### config.mk
export PLATFORM = sky130hd
export DESIGN_NAME = dcache_ctrl
export DESIGN_NICKNAME = d
export VERILOG_FILES = /design/src/hdl/dcache_pkg.sv /design/src/hdl/dcache_ctrl.sv
export SDC_FILE = /design/constraint.sdc
export NUM_CORES = 1
export LEC_CHECK = 0
export ABC_CLOCK_PERIOD_IN_PS = 8100
export BUFFER_PORTS_ARGS = -buffer_cell sky130_fd_sc_hd__buf_4
export CAP_MARGIN = 30
export CORE_AREA = 8 8 474 476
export DETAILED_ROUTE_END_ITERATION = 8
export DIE_AREA = 0 0 482 484
export GPL_ROUTABILITY_DRIVEN = 0
export PLACE_DENSITY = 0.3
export SLEW_MARGIN = 0
export SYNTH_ARGS = -nofsm -noshare
export SYNTH_HDL_FRONTEND = slang
export SYNTH_SLANG_ARGS = --single-unit
### constraint.sdc
create_clock -name clk_i -period 8.1 [get_ports clk_i]
set_input_delay 1.62 -clock clk_i [delete_from_list [all_inputs] [get_ports clk_i]]
set_output_delay 1.62 -clock clk_i [all_outputs]
set_load 0.005 [all_outputs]
### src/hdl/dcache_pkg.sv
package dcache_pkg;

    // cpu side widths, addresses count words
    localparam int unsigned ADDR_W         = 32;
    localparam int unsigned WORD_W         = 32;

    // line geometry
    localparam int unsigned WORDS_PER_LINE = 4;
    localparam int unsigned OFFSET_W       = 2;

    // associativity and tree plru
    localparam int unsigned NUM_WAYS       = 4;
    localparam int unsigned WAY_W          = 2;
    localparam int unsigned PLRU_W         = NUM_WAYS - 1;

    typedef logic [WORD_W-1:0]                    word_t;
    typedef logic [WORD_W/8-1:0]                  word_sel_t;
    typedef logic [WORDS_PER_LINE*WORD_W-1:0]     line_t;
    typedef logic [WORDS_PER_LINE*WORD_W/8-1:0]   line_sel_t;
    typedef logic [ADDR_W-1:0]                    addr_t;
    typedef logic [ADDR_W-OFFSET_W-1:0]           line_addr_t;  // word address minus offset
    typedef logic [WAY_W-1:0]                     way_idx_t;
    typedef logic [PLRU_W-1:0]                    plru_t;

    // request held by the controller while it is served
    typedef struct packed {
        logic      we;
        addr_t     addr;
        word_sel_t sel;
        word_t     wdata;
    } cpu_req_t;

    // one transaction on the memory bus
    typedef struct packed {
        logic       we;
        line_addr_t addr;
        line_sel_t  sel;
        line_t      wdata;
    } mem_req_t;

    typedef enum logic [2:0] {
        IDLE,
        LOOKUP,
        REFILL,
        INSTALL,
        WRITE_MEM
    } ctrl_state_t;

    typedef enum logic {
        MEM_IDLE,
        MEM_BUSY
    } mem_state_t;

endpackage

### src/hdl/dcache_ctrl.sv
`timescale 1ns/1ps

module dcache_ctrl
    import dcache_pkg::*;
#(
    parameter int unsigned NUM_SETS_LOG2 = 4,
    localparam int unsigned TAG_W = ADDR_W - OFFSET_W - NUM_SETS_LOG2
) (
    input  logic                              clk_i,
    input  logic                              rstn_i,

    // cpu bus
    input  logic                              cpu_cyc_i,
    input  logic                              cpu_stb_i,
    input  cpu_req_t                          cpu_req_i,
    output logic                              cpu_ack_o,
    output word_t                             cpu_rdata_o,

    // way store
    output logic                              rd_en_o,
    output logic [NUM_SETS_LOG2-1:0]          rd_index_o,
    input  logic [NUM_WAYS-1:0][TAG_W-1:0]    rd_tags_i,
    input  logic [NUM_WAYS-1:0]               rd_valid_i,
    input  line_t [NUM_WAYS-1:0]              rd_lines_i,
    output way_idx_t                          wr_way_o,
    output logic                              wr_tag_en_o,
    output logic                              wr_data_en_o,
    output logic [NUM_SETS_LOG2-1:0]          wr_index_o,
    output logic [TAG_W-1:0]                  wr_tag_o,
    output line_t                             wr_line_o,
    output line_sel_t                         wr_sel_o,

    // replacement
    output logic [NUM_SETS_LOG2-1:0]          index_o,
    output way_idx_t                          access_way_o,
    output logic                              plru_update_o,
    input  way_idx_t                          victim_i,

    // memory port
    output logic                              mem_start_o,
    output mem_req_t                          mem_req_o,
    input  logic                              mem_done_i,
    input  line_t                             mem_rdata_i
);

    localparam int unsigned SEL_W = $bits(word_sel_t);

    ctrl_state_t               state_q, state_d;
    cpu_req_t                  req_q;

    logic [OFFSET_W-1:0]       req_offset;
    logic [NUM_SETS_LOG2-1:0]  req_index;
    logic [TAG_W-1:0]          req_tag;

    logic [NUM_WAYS-1:0]       way_hit;
    logic                      hit;
    way_idx_t                  hit_way;

    line_t                     line_wdata;  // cpu word placed at its offset
    line_sel_t                 line_wsel;

    function automatic word_t line_word(line_t line, logic [OFFSET_W-1:0] offset);
        return line[offset*WORD_W +: WORD_W];
    endfunction

    assign req_offset = req_q.addr[OFFSET_W-1:0];
    assign req_index  = req_q.addr[OFFSET_W +: NUM_SETS_LOG2];
    assign req_tag    = req_q.addr[ADDR_W-1 -: TAG_W];

    assign line_wdata = line_t'(req_q.wdata) << (WORD_W * req_offset);
    assign line_wsel  = line_sel_t'(req_q.sel) << (SEL_W * req_offset);

    for (genvar w = 0; w < NUM_WAYS; w++) begin : g_cmp
        assign way_hit[w] = rd_valid_i[w] && (rd_tags_i[w] == req_tag);
    end

    assign hit = |way_hit;

    always_comb begin
        hit_way = '0;
        for (int w = NUM_WAYS - 1; w >= 0; w--) begin
            if (way_hit[w]) begin
                hit_way = way_idx_t'(w);
            end
        end
    end

    // store lookup uses the live bus address, writes use the held request
    assign rd_index_o = cpu_req_i.addr[OFFSET_W +: NUM_SETS_LOG2];
    assign wr_index_o = req_index;
    assign wr_tag_o   = req_tag;
    assign index_o    = req_index;

    // reads fetch the full line, writes carry one word
    assign mem_req_o = '{
        we:    req_q.we,
        addr:  req_q.addr[ADDR_W-1:OFFSET_W],
        sel:   req_q.we ? line_wsel : '1,
        wdata: line_wdata
    };

    always_comb begin
        state_d       = state_q;
        rd_en_o       = 1'b0;
        cpu_ack_o     = 1'b0;
        cpu_rdata_o   = line_word(rd_lines_i[hit_way], req_offset);
        wr_way_o      = hit_way;
        wr_tag_en_o   = 1'b0;
        wr_data_en_o  = 1'b0;
        wr_line_o     = line_wdata;
        wr_sel_o      = line_wsel;
        access_way_o  = hit_way;
        plru_update_o = 1'b0;
        mem_start_o   = 1'b0;

        unique case (state_q)
            IDLE: begin
                if (cpu_cyc_i && cpu_stb_i) begin
                    rd_en_o = 1'b1;
                    state_d = LOOKUP;
                end
            end

            LOOKUP: begin
                if (req_q.we) begin
                    mem_start_o = 1'b1;  // every write goes out to memory
                    state_d     = WRITE_MEM;
                    if (hit) begin
                        wr_data_en_o  = 1'b1;
                        plru_update_o = 1'b1;
                    end
                end else if (hit) begin
                    cpu_ack_o     = 1'b1;
                    plru_update_o = 1'b1;
                    state_d       = IDLE;
                end else begin
                    mem_start_o = 1'b1;
                    state_d     = REFILL;
                end
            end

            REFILL: begin
                if (mem_done_i) begin
                    state_d = INSTALL;
                end
            end

            // line lands in the victim way and the cpu gets its word
            INSTALL: begin
                wr_way_o      = victim_i;
                wr_tag_en_o   = 1'b1;
                wr_data_en_o  = 1'b1;
                wr_line_o     = mem_rdata_i;
                wr_sel_o      = '1;
                access_way_o  = victim_i;
                plru_update_o = 1'b1;
                cpu_ack_o     = 1'b1;
                cpu_rdata_o   = line_word(mem_rdata_i, req_offset);
                state_d       = IDLE;
            end

            WRITE_MEM: begin
                if (mem_done_i) begin
                    cpu_ack_o = 1'b1;
                    state_d   = IDLE;
                end
            end

            default: state_d = IDLE;
        endcase
    end

    always_ff @(posedge clk_i) begin
        if (!rstn_i) begin
            state_q <= IDLE;
        end else begin
            state_q <= state_d;
        end
    end

    always_ff @(posedge clk_i) begin
        if (rd_en_o) begin
            req_q <= cpu_req_i;  // held until the ack
        end
    end

    a_ack_single: assert property (
        @(posedge clk_i) disable iff (!rstn_i)
        cpu_ack_o |=> !cpu_ack_o
    );

endmodule

Word level (Yosys, flattened, before mapping)
Cells that the tools add are included.
- add/sub/neg operators: 0
- multipliers: 0
- divide/modulo/power cells: 0
- order comparisons: 1
- equal/unequal tests: 11
- shift-type cells: 4
- multiplexer cells: 30
- bitwise gates (word level): 0
- reduce and logical (&&, ||, !) cells: 8
- operators by type and width (cell ; count):
    binary-select mux 128 bit (select 2 bit) ; 1
    2-to-1 mux 128 bit ; 2
    indexed part select 128 x 8 -> 32 bit ; 2
    << shifter 32 x 7 -> 128 bit ; 1
    equality test 26 bit ; 4
    2-to-1 mux 16 bit ; 2
    2-to-1 mux 32 bit ; 1
    << shifter 4 x 4 -> 16 bit ; 1
    2-to-1 mux 2 bit ; 6
    2-to-1 mux 3 bit ; 4
    case mux 3 bit (4 select lines) ; 1
    2-to-1 mux 1 bit ; 10
    equality test 3 x 2 -> 1 bit (second input constant) ; 2
    inequality test 2 bit (second input constant) ; 3
    logical AND 1 bit ; 5
    case mux 1 bit (2 select lines) ; 2
    OR reduction 4 bit ; 1
    equality test 3 x 1 -> 1 bit (second input constant) ; 1
    equality test 3 bit (second input constant) ; 1
    zero test 3 bit ; 1
    less-than comparator 2 x 3 -> 1 bit (second input constant) ; 1
    case mux 1 bit (3 select lines) ; 1
    AND reduction 3 bit ; 1
- flip-flop bits (word level): 72
- bits in latches: 0
- RAM bits: 0
- memory bits (read-only): 0
- input port bits: 824
- output and inout port bits: 399
- word-level logic and storage cells: 59
- memories: 0

Longest topological paths before layout
Gate-level depths: netlist of run 1.
- word-level depth: 10
- mapped depth: 13
- gate-level depth less buffers: 9

Least setup slack after synthesis of run 1
Ideal clock, no wire load.
- kind: input port to output port
- start point: in cpu_cyc_i
- end point: out rd_en_o
- arrival time: 6497 ps
- required time: 6480 ps
- slack: -17 ps
- cell stages on the path: 2
- path buffers: 0
- cell sequence: nand3b_1 nor3_1
- word-level cells in the longest chain between the ends: 3
- RTL lines (what ; line ; RTL):
    start, declared ; dcache_ctrl.sv:13 ; input logic cpu_cyc_i,
    logical AND 1 bit ; dcache_ctrl.sv:118 ; if (cpu_cyc_i && cpu_stb_i) begin
    2-to-1 mux 1 bit ; dcache_ctrl.sv:118 ;
    2-to-1 mux 1 bit ; dcache_ctrl.sv:116 ; unique case (state_q)
    end, declared ; dcache_ctrl.sv:20 ; output logic rd_en_o,
No other way between the ends.

Final worst setup path of run 1
- start point: in rd_tags_i[94] (netlist bit)
- end point: out cpu_rdata_o[30]
- word-level cells in the longest chain between the ends: 10
- RTL lines (what ; line ; RTL):
    start, declared ; dcache_ctrl.sv:22 ; input logic [NUM_WAYS-1:0][TAG_W-1:0] rd_tags_i,
    equality test 26 bit ; dcache_ctrl.sv:74 ; assign way_hit[w] = rd_valid_i[w] && (rd_tags_i[w] == req_tag);
    logical AND 1 bit ; dcache_ctrl.sv:74 ;
    2-to-1 mux 2 bit (4 in series) ; dcache_ctrl.sv:82 ; if (way_hit[w]) begin
    binary-select mux 128 bit (select 2 bit) ; dcache_ctrl.sv:106 ; cpu_rdata_o = line_word(rd_lines_i[hit_way], req_offset);
    2-to-1 mux 128 bit (implied by the code) ; dcache_ctrl.sv:106 ;
    indexed part select 128 x 8 -> 32 bit ; dcache_ctrl.sv:63 ; return line[offset*WORD_W +: WORD_W];
    2-to-1 mux 32 bit ; dcache_ctrl.sv:116 ;
    end, declared ; dcache_ctrl.sv:17 ; output word_t cpu_rdata_o,
No other way between the ends. The select of a mux whose other input is x is not followed.

==> flow_metrics.tcl, run 1 <==
set metrics [dict create \
    outcome "finished clean" \
    vias 18500 \
    tritoncts "yes" \
    io_buffers 1222 \
    ys_seq_area_share_pct 17.1 \
    clock_path_buffers 2 \
    finalClockSkew_ps 15.5 \
    ys_types 59 \
    period_share_pct 91.1 \
    htree_num_levels 3 \
    min_path_type "reg -> reg" \
    wl_met2_mm 104 \
    track_usage_pct 16.9 \
    dp_cells 5590 \
    die_y_um 484 \
    drt-initial-drc-count 1264 \
    core_area_um2 218000 \
    die-area_um2 233000 \
    p_per_area_nw_per_um2 79.7 \
    cap_violations 0 \
    syn_area_per_cell_um2 7.84 \
    die_w_um 482 \
    cts-root-buf "clkbuf_16" \
    grt_max_degree 94 \
    rows 172 \
    slew_violations 0 \
    crit_type "in -> out" \
    ys.flop_type "edfxtp_1" \
    cts_inserted_buffers 9 \
    synth_warnings 0 \
    tightestPinTransition_ps 1080 \
    layout.cells.non_filler 5637 \
    synth-edff-count 69 \
    ys_ff_latch 72 \
    power.leakage_nw 12.3 \
    syn_inst 1591 \
    antenna_found_initial 121 \
    vdd_drop_max_mv 0.0805 \
    clock.fmax_mhz 136 \
    cts.repair.resized 0 \
    rsz0062_at_grt "false" \
    wl_mm 208 \
    slew-limit-headroom_pct 27.9 \
    critical_path_arrival_ps 5760 \
    start_util_pct 5.73 \
    end_kind "output port" \
    crit_required_ps 6480 \
    post_cts_buffers 0 \
    finalSetupViolCount 0 \
    hold_buffers 0 \
    drc 0 \
    grt_pass1_wl_mm 252 \
    post_synth_instance_area_um2 12500 \
    layout.nets 3554 \
    clock_latency_ps 400 \
    hold_viol 0 \
    met3_length_mm 21.9 \
    fin_crit_ps 7380 \
    top_layer_used "met5" \
    critPathLaunchType "input pin" \
    dr.pass1.iters 6 \
    clk_pin_slew_ps 80 \
    ios 1223 \
    wl_per_cell_um 37.0 \
    grt_pass1_vias 19900 \
    grt_overflow 0 \
    post_drt_via_cell_ratio 3.29 \
    syn_nets 2415 \
    wl_met1_mm 76.8 \
    cts.sinks 72 \
    area_delta_synth_final_pct 105 \
    ant_nets 0 \
    tns_ps 0 \
    dp_hpwl_mm 186 \
    drive_above_1_share_pct 53.6 \
    worst-path-max-fanout 27 \
    async_flop_share_pct 0 \
    total_power_mw 2.04 \
]
registers in the layout, summed over array words and instances, names as in the netlist:
signal,cells
mem_req_o,27
req_q,36
state_q,3
index_o,4
req_offset,2
path summary, 6_finish.rpt:
kind,startpoint,to,slack (ps),cells past startpoint
worst max-delay path,rd_tags_i[94],cpu_rdata_o[30],720,14
worst min-delay path,state_q[2],state_q[1],600,1
worst max register to register,mem_req_o[157],state_q[1],4980,9
worst min register to register,state_q[2],state_q[1],600,1
layout make-up:
class	instances	area [um2]
antenna	31	77.6
clock buffer	9	225
clock inverter	7	104
fill	25500	192000
inverter	6	30.0
multi-input combinational	1299	9080
sequential	72	2130
tap	2871	3590
timing repair buffer	1342	10300
worst max-delay path, stage by stage:
cell and delay (ps):
buf_4 110, xnor2_1 530, nand4_1 150, or4_1 570
a311oi_1 600, o21bai_4 250, buf_12 230, buf_12 200
buf_4 200, mux2i_1 500, buf_4 240, o2111ai_1 100
a22o_1 220, buf_4 140
placed cells by master (no fill, tap or decap), types with 5 or more instances in the layout:
cell	synthesis	routed
o211ai_1	34	34
a22o_1	86	86
nor3_1	11	7
or4_1	6	6
xnor2_1	74	74
edfxtp_1	69	69
xor2_1	30	30
and3_1	37	36
mux2i_1	163	163
o2bb2ai_1	10	10
buf_12	0	15
o21ai_1	10	10
mux2_1	11	11
a21oi_1	81	81
nor2_1	20	17
nand2_1	362	360
o2111ai_1	26	26
mux2_2	79	79
a22oi_1	8	8
clkbuf_16	0	9
diode_2	0	31
nor4_1	11	11
o221ai_1	45	45
buf_4	75	1322
inv_1	5	5
o21ai_0	9	9
nand3_1	10	8
nand4_1	36	36
and2_1	98	97
layer usage:
metal  vias to the layer above  global-route usage, %
li1                       8046                      -
met1                      9032                   17.9
met2                      1159                   30.3
met3                       231                   7.59
met4                        76                   4.60
met5                         -                      0
cell families after synthesis:
kind of cell	after synthesis	synth area share, %
XOR/XNOR	105	7.43
flip-flops	72	17.1
AND/OR/NAND/NOR	609	23.3
buffers and inverters	220	10.8
multiplexers	256	21.6
AO/OA/AOI/OAI	329	19.9
synthesized netlist by cell type (3+ instances only):
cell type  instances  share of area (%)
a2bb2o_1           3               0.24
xor2_1            30                2.1
mux2i_1          163                 13
o2111ai_1         26                1.8
a22o_1            86                6.0
buf_6             23                2.1
o21ai_1           10               0.40
clkbuf_1          93                2.8
nor2_1            20               0.60
o22ai_1            3               0.15
xnor2_1           74                5.2
nand4_1           36                1.8
edfxtp_1          69                 17
o21ai_0            9               0.36
buf_1              4               0.12
nand3_1           10               0.40
and3_1            37                1.9
o211ai_1          34                2.0
a21oi_1           81                3.3
nor4_1            11               0.55
mux2_2            79                7.1
and4_1             3               0.21
buf_4             75                4.5
nand2_1          362                 11
mux2_1            11               0.99
buf_2             14               0.56
mux2_4             3               0.36
inv_1              5               0.15
nor3b_1            3               0.18
o2bb2ai_1         10               0.70
a22oi_1            8               0.48
or4_1              6               0.36
buf_8              4               0.48
nor3_1            11               0.44
and2_1            98                4.9
o221ai_1          45                3.2
dfxtp_1            3               0.48
where the power goes:
group | switching (mW) | leakage [nW] | total, mW | internal (mW)
Combinational | 0.522 | 11.5 | 1.04 | 0.517
Sequential | 0.0659 | 0.667 | 0.497 | 0.431
Clock | 0.227 | 0.154 | 0.501 | 0.274
metrics by stage:
| step | hold slack (ps) | setup WS, ps | utilization (%) | area (um2) |
|---|---|---|---|---|
| global placement | 587 | 420 | 11.5 | 25100 |
| detailed placement | 587 | 611 | 11.5 | 25200 |
| CTS | 603 | 606 | 11.7 | 25500 |
| global route | 629 | 625 | 11.7 | 25500 |
| floorplan | 494 | 2040 | - | 12500 |
| finish | 600 | 723 | 11.7 | 25600 |
No activity file was read; power rests on OpenSTA's default activity.
==> inputs of run 2 (changes only) <==
==> constraint.sdc (replaced) <==
create_clock -name clk_i -period 8.1 [get_ports clk_i]
set_input_delay 0.81 -clock clk_i [delete_from_list [all_inputs] [get_ports clk_i]]
set_output_delay 0.81 -clock clk_i [all_outputs]
set_load 0.005 [all_outputs]
==> run 2 against run 1 <==
Compared with the run above: global-route usage is essentially flat; worst hold slack got worse by 49 ps; final area fell by 2.6%; count of clock-buffer cells in the layout grew 1; core utilization fell by 0.30 points; clock skew shrank 6.3 ps; clock power decreased by 4.0%; final cell count down 1.2%; total power shrank 2.6%; register-to-register slack better by 290 ps; sequential power barely moved; largest cell class unchanged.
==> flow_metrics.tcl, run 2 (synthesized netlist as in run 1, its figures left out) <==
set metrics [dict create \
    layout.nets 3489 \
    dp_hpwl_mm 185 \
    clock.fmax_mhz 158 \
    grt_overflow 0 \
    dr.pass1.iters 5 \
    cap_violations 0 \
    clk_pin_slew_ps 70 \
    final_common_cell "buf_4" \
    core_area_um2 218000 \
    wl_per_cell_um 37.4 \
    die_w_um 482 \
    end_kind "output port" \
    post_cts_buffers 0 \
    dp_cells 5525 \
    min_path_type "reg -> reg" \
    timing.rr.end "state_q[1]" \
    die-area_um2 233000 \
    rsz0062_at_grt "false" \
    crit_start "mem_req_o[160]" \
    worst-path-max-fanout 40 \
    r2r_cells 8 \
    ant_nets 0 \
    critical_path_arrival_ps 5510 \
    hold_viol 0 \
    crit_path_end "cpu_rdata_o[0]" \
    antenna_found_initial 125 \
    period_share_pct 78.0 \
    cts.repair.resized 0 \
    vdd_drop_max_mv 0.0870 \
    largest_reg_flops 36 \
    crit_required_ps 7290 \
    grt_pass1_vias 19700 \
    critPathLaunchType "flip-flop" \
    tritoncts "yes" \
    tightestPinTransition_ps 1050 \
    clock_latency_ps 390 \
    rows 172 \
    tns_ps 0 \
    p_per_area_nw_per_um2 79.6 \
    power.leakage_nw 11.9 \
    grt_max_degree 91 \
    finalSetupViolCount 0 \
    multi_input_area_um2 9070 \
    grt_pass1_wl_mm 251 \
    holdPathStages 1 \
    slew_violations 0 \
    wl_mm 209 \
    drt-initial-drc-count 1426 \
    cts.sinks 72 \
    io_buffers 1222 \
    post_drt_via_cell_ratio 3.31 \
    r2r-start "mem_req_o[160]" \
    drive_above_1_share_pct 52.5 \
    die_y_um 484 \
    fillCellCount 25500 \
    layout.cells.non_filler 5571 \
    finalClockSkew_ps 9.21 \
    regMostFlops "req_q" \
    cts_inserted_buffers 9 \
    cts-root-buf "clkbuf_16" \
    layout_common_cells "1269 x buf_4, 360 x nand2_1, 163 x mux2i_1" \
    clock_path_buffers 2 \
    drc 0 \
    htree_num_levels 3 \
    ios 1223 \
    vias 18500 \
    crit_type "reg -> out" \
    start_util_pct 5.73 \
    track_usage_pct 16.9 \
    slew-limit-headroom_pct 29.7 \
    hold_buffers 0 \
    r2r_setup_slack_ps 5270 \
    outcome "finished clean" \
    area_delta_synth_final_pct 99.7 \
    fin_crit_ps 6320 \
    seqCellArea_um2 2130 \
]
## run 2: cell count changes in the layout (fill, tap and decap cells not counted), sizes merged
| cell | previous run | this run |
|---|---|---|
| diode | 31 | 30 |
| buf | 1342 | 1277 |
| clkinvlp | 2 | 1 |
| clkbuf | 9 | 10 |
## run 2: power by group
part / leakage, nW / total [mW] / internal, mW / switching (mW)
Clock: 0.154 / 0.481 / 0.272 / 0.209
Sequential: 0.667 / 0.495 / 0.431 / 0.0641
Combinational: 11.1 / 1.01 / 0.501 / 0.507
## run 2: area by class of cell
cell class | instances | area share (%)
Clock buffer | 10 | 0.920
Tap cell | 2871 | 14.4
Clock inverter | 6 | 0.362
Timing Repair Buffer | 1277 | 38.9
Inverter | 6 | 0.121
Sequential cell | 72 | 8.56
Multi-Input combinational cell | 1299 | 36.4
Antenna cell | 30 | 0.301
## run 2: through the flow
| step | hold slack (ps) | total power, mW | utilization [%] | area, um2 | setup slack (ps) |
|---|---|---|---|---|---|
| 6_report | 551 | 1.98 | 11.4 | 24900 | 1780 |
| 5_1_grt | 542 | 2.08 | 11.4 | 24900 | 1580 |
| 4_1_cts | 517 | 2.05 | 11.4 | 24800 | 1510 |
| 3_5_place_dp | 534 | 1.54 | 11.3 | 24500 | 1680 |
| 3_3_place_gp | 539 | 1.54 | 11.2 | 24400 | 1650 |
| 2_1_floorplan | 478 | 0.747 | - | 12500 | 1600 |
## run 2: critical path: stages (launching register included)
cell,delay [ps]
edfxtp_1,530
xnor2_1,830
nand4_1,130
or4_1,550
or2_1,290
a211oi_4,740
nand2_4,580
buf_4,560
o2111ai_1,440
a22o_1,250
buf_4,150
## run 2: worst min path at each step
stage,start,endpoint
finish,state_q[2],state_q[1]
global placement,state_q[2],state_q[1]
global route,cpu_req_i[45],mem_req_o[151]
floorplan,state_q[2],state_q[1]
CTS,cpu_req_i[68],mem_req_o[174]
detailed placement,state_q[2],state_q[1]
## run 2: layer usage
metal,routed length (um),GRT usage [%],vias to the layer above
met1,77300,18.4,9025
met4,5310,4.02,56
li1,-,-,7923
met2,103000,30.1,1228
met5,339,0,-
met3,22900,7.25,232
==> inputs of run 3 (changes only) <==
--- a/config.mk
+++ b/config.mk
@@ -5,12 +5,13 @@
 export SDC_FILE = /design/constraint.sdc
 export NUM_CORES = 1
 export LEC_CHECK = 0
-export ABC_CLOCK_PERIOD_IN_PS = 8100
+export ABC_AREA = 1
+export ABC_CLOCK_PERIOD_IN_PS = 6200
 export BUFFER_PORTS_ARGS = -buffer_cell sky130_fd_sc_hd__buf_4
 export CAP_MARGIN = 30
-export CORE_AREA = 8 8 474 476
+export CORE_AREA = 8 8 463 465
 export DETAILED_ROUTE_END_ITERATION = 8
-export DIE_AREA = 0 0 482 484
+export DIE_AREA = 0 0 471 473
 export GPL_ROUTABILITY_DRIVEN = 0
 export PLACE_DENSITY = 0.3
 export SLEW_MARGIN = 0
==> constraint.sdc (replaced) <==
create_clock -name clk_i -period 6.2 [get_ports clk_i]
set_input_delay 0.62 -clock clk_i [delete_from_list [all_inputs] [get_ports clk_i]]
set_output_delay 0.62 -clock clk_i [all_outputs]
set_load 0.005 [all_outputs]
==> run 3 against run 2 <==
Compared with the run above: final area grew 12%; worst hold slack lost 180 ps; clock skew grew 10 ps; register-to-register slack worse by 1900 ps; total power increased by 62%; critical path depth rose by 7; final cell count increased by 24%; via count grew 41%; global-route usage rose by 3.4 points; sequential cell count unchanged; clock power is 29% higher.
==> flow_metrics.tcl, run 3 <==
set metrics [dict create \
    layout.cells.non_filler 6910 \
    post_cts_buffers 0 \
    post_drt_via_cell_ratio 3.77 \
    ys_top_cells_by_count "1280 x nand2_1, 588 x nand3_1, 454 x inv_1, 134 x nor3_1, 94 x nor2_1" \
    drt-initial-drc-count 2102 \
    die_y_um 473 \
    largest_reg_flops 36 \
    r2r_cells 9 \
    async_flop_share_pct 0 \
    tightestPinTransition_ps 1190 \
    min_from "cpu_req_i[34]" \
    rsz0062_at_grt "false" \
    crit_required_ps 5580 \
    clock.fmax_mhz 179 \
    clock_path_buffers 2 \
    dr.pass1.iters 7 \
    clk_pin_slew_ps 90 \
    wl_mm 240 \
    ant_nets 0 \
    vias 26000 \
    rows 167 \
    total_power_mw 3.22 \
    die_w_um 471 \
    period_share_pct 90.0 \
    r2r-start "mem_req_o[169]" \
    track_usage_pct 20.3 \
    synth_top_area_share_pct 30.8 \
    final_common_cell "nand2_1" \
    syn_nets 3957 \
    power.leakage_nw 15.4 \
    tritoncts "yes" \
    fin_ws_ps 619 \
    critPathLaunchType "flip-flop" \
    post_synth_instance_area_um2 15600 \
    post-place-ws_ps 973 \
    fillCellCount 24700 \
    hold_viol 0 \
    min_path_type "in -> reg" \
    dp_hpwl_mm 213 \
    ios 1223 \
    seq_power_share_pct 19.6 \
    finalSetupViolCount 0 \
    area_delta_synth_final_pct 79.0 \
    layout.nets 4994 \
    switching_share_pct 48.1 \
    whs_ps 372 \
    ys_seq_area_share_pct 13.7 \
    finalClockSkew_ps 19.6 \
    grt_overflow 0 \
    worst-path-max-fanout 47 \
    vdd_drop_max_mv 0.208 \
    final_area_um2 27900 \
    grt_pass1_wl_mm 298 \
    drc 0 \
    antenna_found_initial 101 \
    wl_per_cell_um 34.8 \
    pwr-share-comb_pct 61.1 \
    yosys.area.top_type "nand2_1" \
    fin_util_pct 13.5 \
    fin_crit_ps 5580 \
    syn_inst 3133 \
    r2r_setup_slack_ps 3410 \
    htree_num_levels 3 \
    tns_ps 0 \
    switchingPower_mw 1.55 \
    p_per_area_nw_per_um2 115 \
    ys_types 33 \
    start_util_pct 7.55 \
    place_area_um2 27500 \
    intPower_mw 1.67 \
    syn_area_per_cell_um2 4.97 \
    regMostFlops "req_q" \
    hold_buffers 0 \
    outcome "finished clean" \
    dp_cells 6863 \
    crit_type "reg -> out" \
    holdPathStages 1 \
    end_kind "output port" \
    cts.sinks 72 \
    drive_above_1_share_pct 32.5 \
    grt_pass1_vias 26700 \
    cts-root-buf "clkbuf_16" \
    ys.flop_type "edfxtp_1" \
    synth_warnings 0 \
    cts.repair.resized 0 \
    layout_common_cells "1280 x nand2_1, 1274 x buf_4, 588 x nand3_1" \
    cap_violations 0 \
    ys_ff_latch 72 \
    die-area_um2 223000 \
    timing.rr.end "state_q[1]" \
    synth-edff-count 69 \
    synth.most_common_cell "nand2_1" \
    io_buffers 1222 \
    critical_path_arrival_ps 4960 \
    cts_inserted_buffers 9 \
    slew-limit-headroom_pct 20.3 \
    synth_area_leaders "nand2_1 31%, nand3_1 19%, edfxtp_1 13%, inv_1 11%, nand3b_1 4.4%" \
    core_area_um2 206000 \
    p_clk_share_pct 19.3 \
    grt_max_degree 138 \
    clock_latency_ps 420 \
    hold_path_end "req_q[34]" \
    slew_violations 0 \
]
==> run 3: logic make-up (layout without fill, tap and decap cells) <==
| group | Yosys count | after routing | synth area share (%) |
|---|---|---|---|
| simple gates | 2219 | 2219 | 62.1 |
| buf+inv | 783 | 1825 | 21.5 |
| flops | 72 | 72 | 13.7 |
| compound gates | 38 | 38 | 1.54 |
| xor+xnor | 21 | 21 | 1.18 |
| other cells | 0 | 31 | 0 |
==> run 3: layout make-up <==
cell class	count	area [um2]	area share [%]
multi-input combinational	2278	10200	36.5
timing repair buffer	1289	9860	35.3
tap	2704	3380	12.1
sequential	72	2130	7.64
inverter	520	1980	7.09
clock buffer	10	229	0.821
antenna	31	77.6	0.278
clock inverter	6	68.8	0.247
==> run 3: per-layer routing <==
layer | global-route usage [%] | part of all wire, % | up-vias
met2 | 35.2 | 48 | 1455
met3 | 7.10 | 8.9 | 240
met5 | 0 | 0.15 | -
met1 | 24.0 | 40 | 12500
met4 | 4.80 | 2.7 | 56
li1 | - | - | 11800
==> run 3: power by group through the flow <==
| stage | sequential (mW) | clock (mW) | combinational [mW] |
|---|---|---|---|
| 2_1_floorplan | 0.622 | 0 | 0.616 |
| 3_3_place_gp | 0.640 | 0 | 2.03 |
| 3_5_place_dp | 0.642 | 0 | 2.02 |
| 4_1_cts | 0.631 | 0.680 | 2.03 |
| 5_1_grt | 0.634 | 0.670 | 2.11 |
| 6_report | 0.629 | 0.620 | 1.97 |
==> run 3: how the worst max path moves through the flow <==
| stage | cells past startpoint | slack (ps) | startpoint | to |
|---|---|---|---|---|
| 2_1_floorplan | 2 | 100 | cpu_cyc_i | rd_en_o |
| 5_1_grt | 21 | 400 | mem_req_o[169] | cpu_rdata_o[26] |
| 6_report | 17 | 620 | mem_req_o[169] | cpu_rdata_o[12] |
| 3_3_place_gp | 21 | 940 | mem_req_o[169] | cpu_rdata_o[26] |
| 4_1_cts | 21 | 470 | mem_req_o[169] | cpu_rdata_o[27] |
| 3_5_place_dp | 21 | 970 | mem_req_o[169] | cpu_rdata_o[27] |
==> run 3: worst max-delay path, cell delays in order (launching register included) <==
cell	delay [ps]
edfxtp_1	890
inv_2	270
nand2_1	140
nand2_1	60
nor2_1	110
nand2_1	80
nor2_1	90
nand2_1	80
nor2_2	140
nand2_1	160
nand2_8	260
nand2_8	340
buf_4	420
o211ai_1	310
nand3_1	420
nand3_1	180
nand2_1	190
buf_4	200
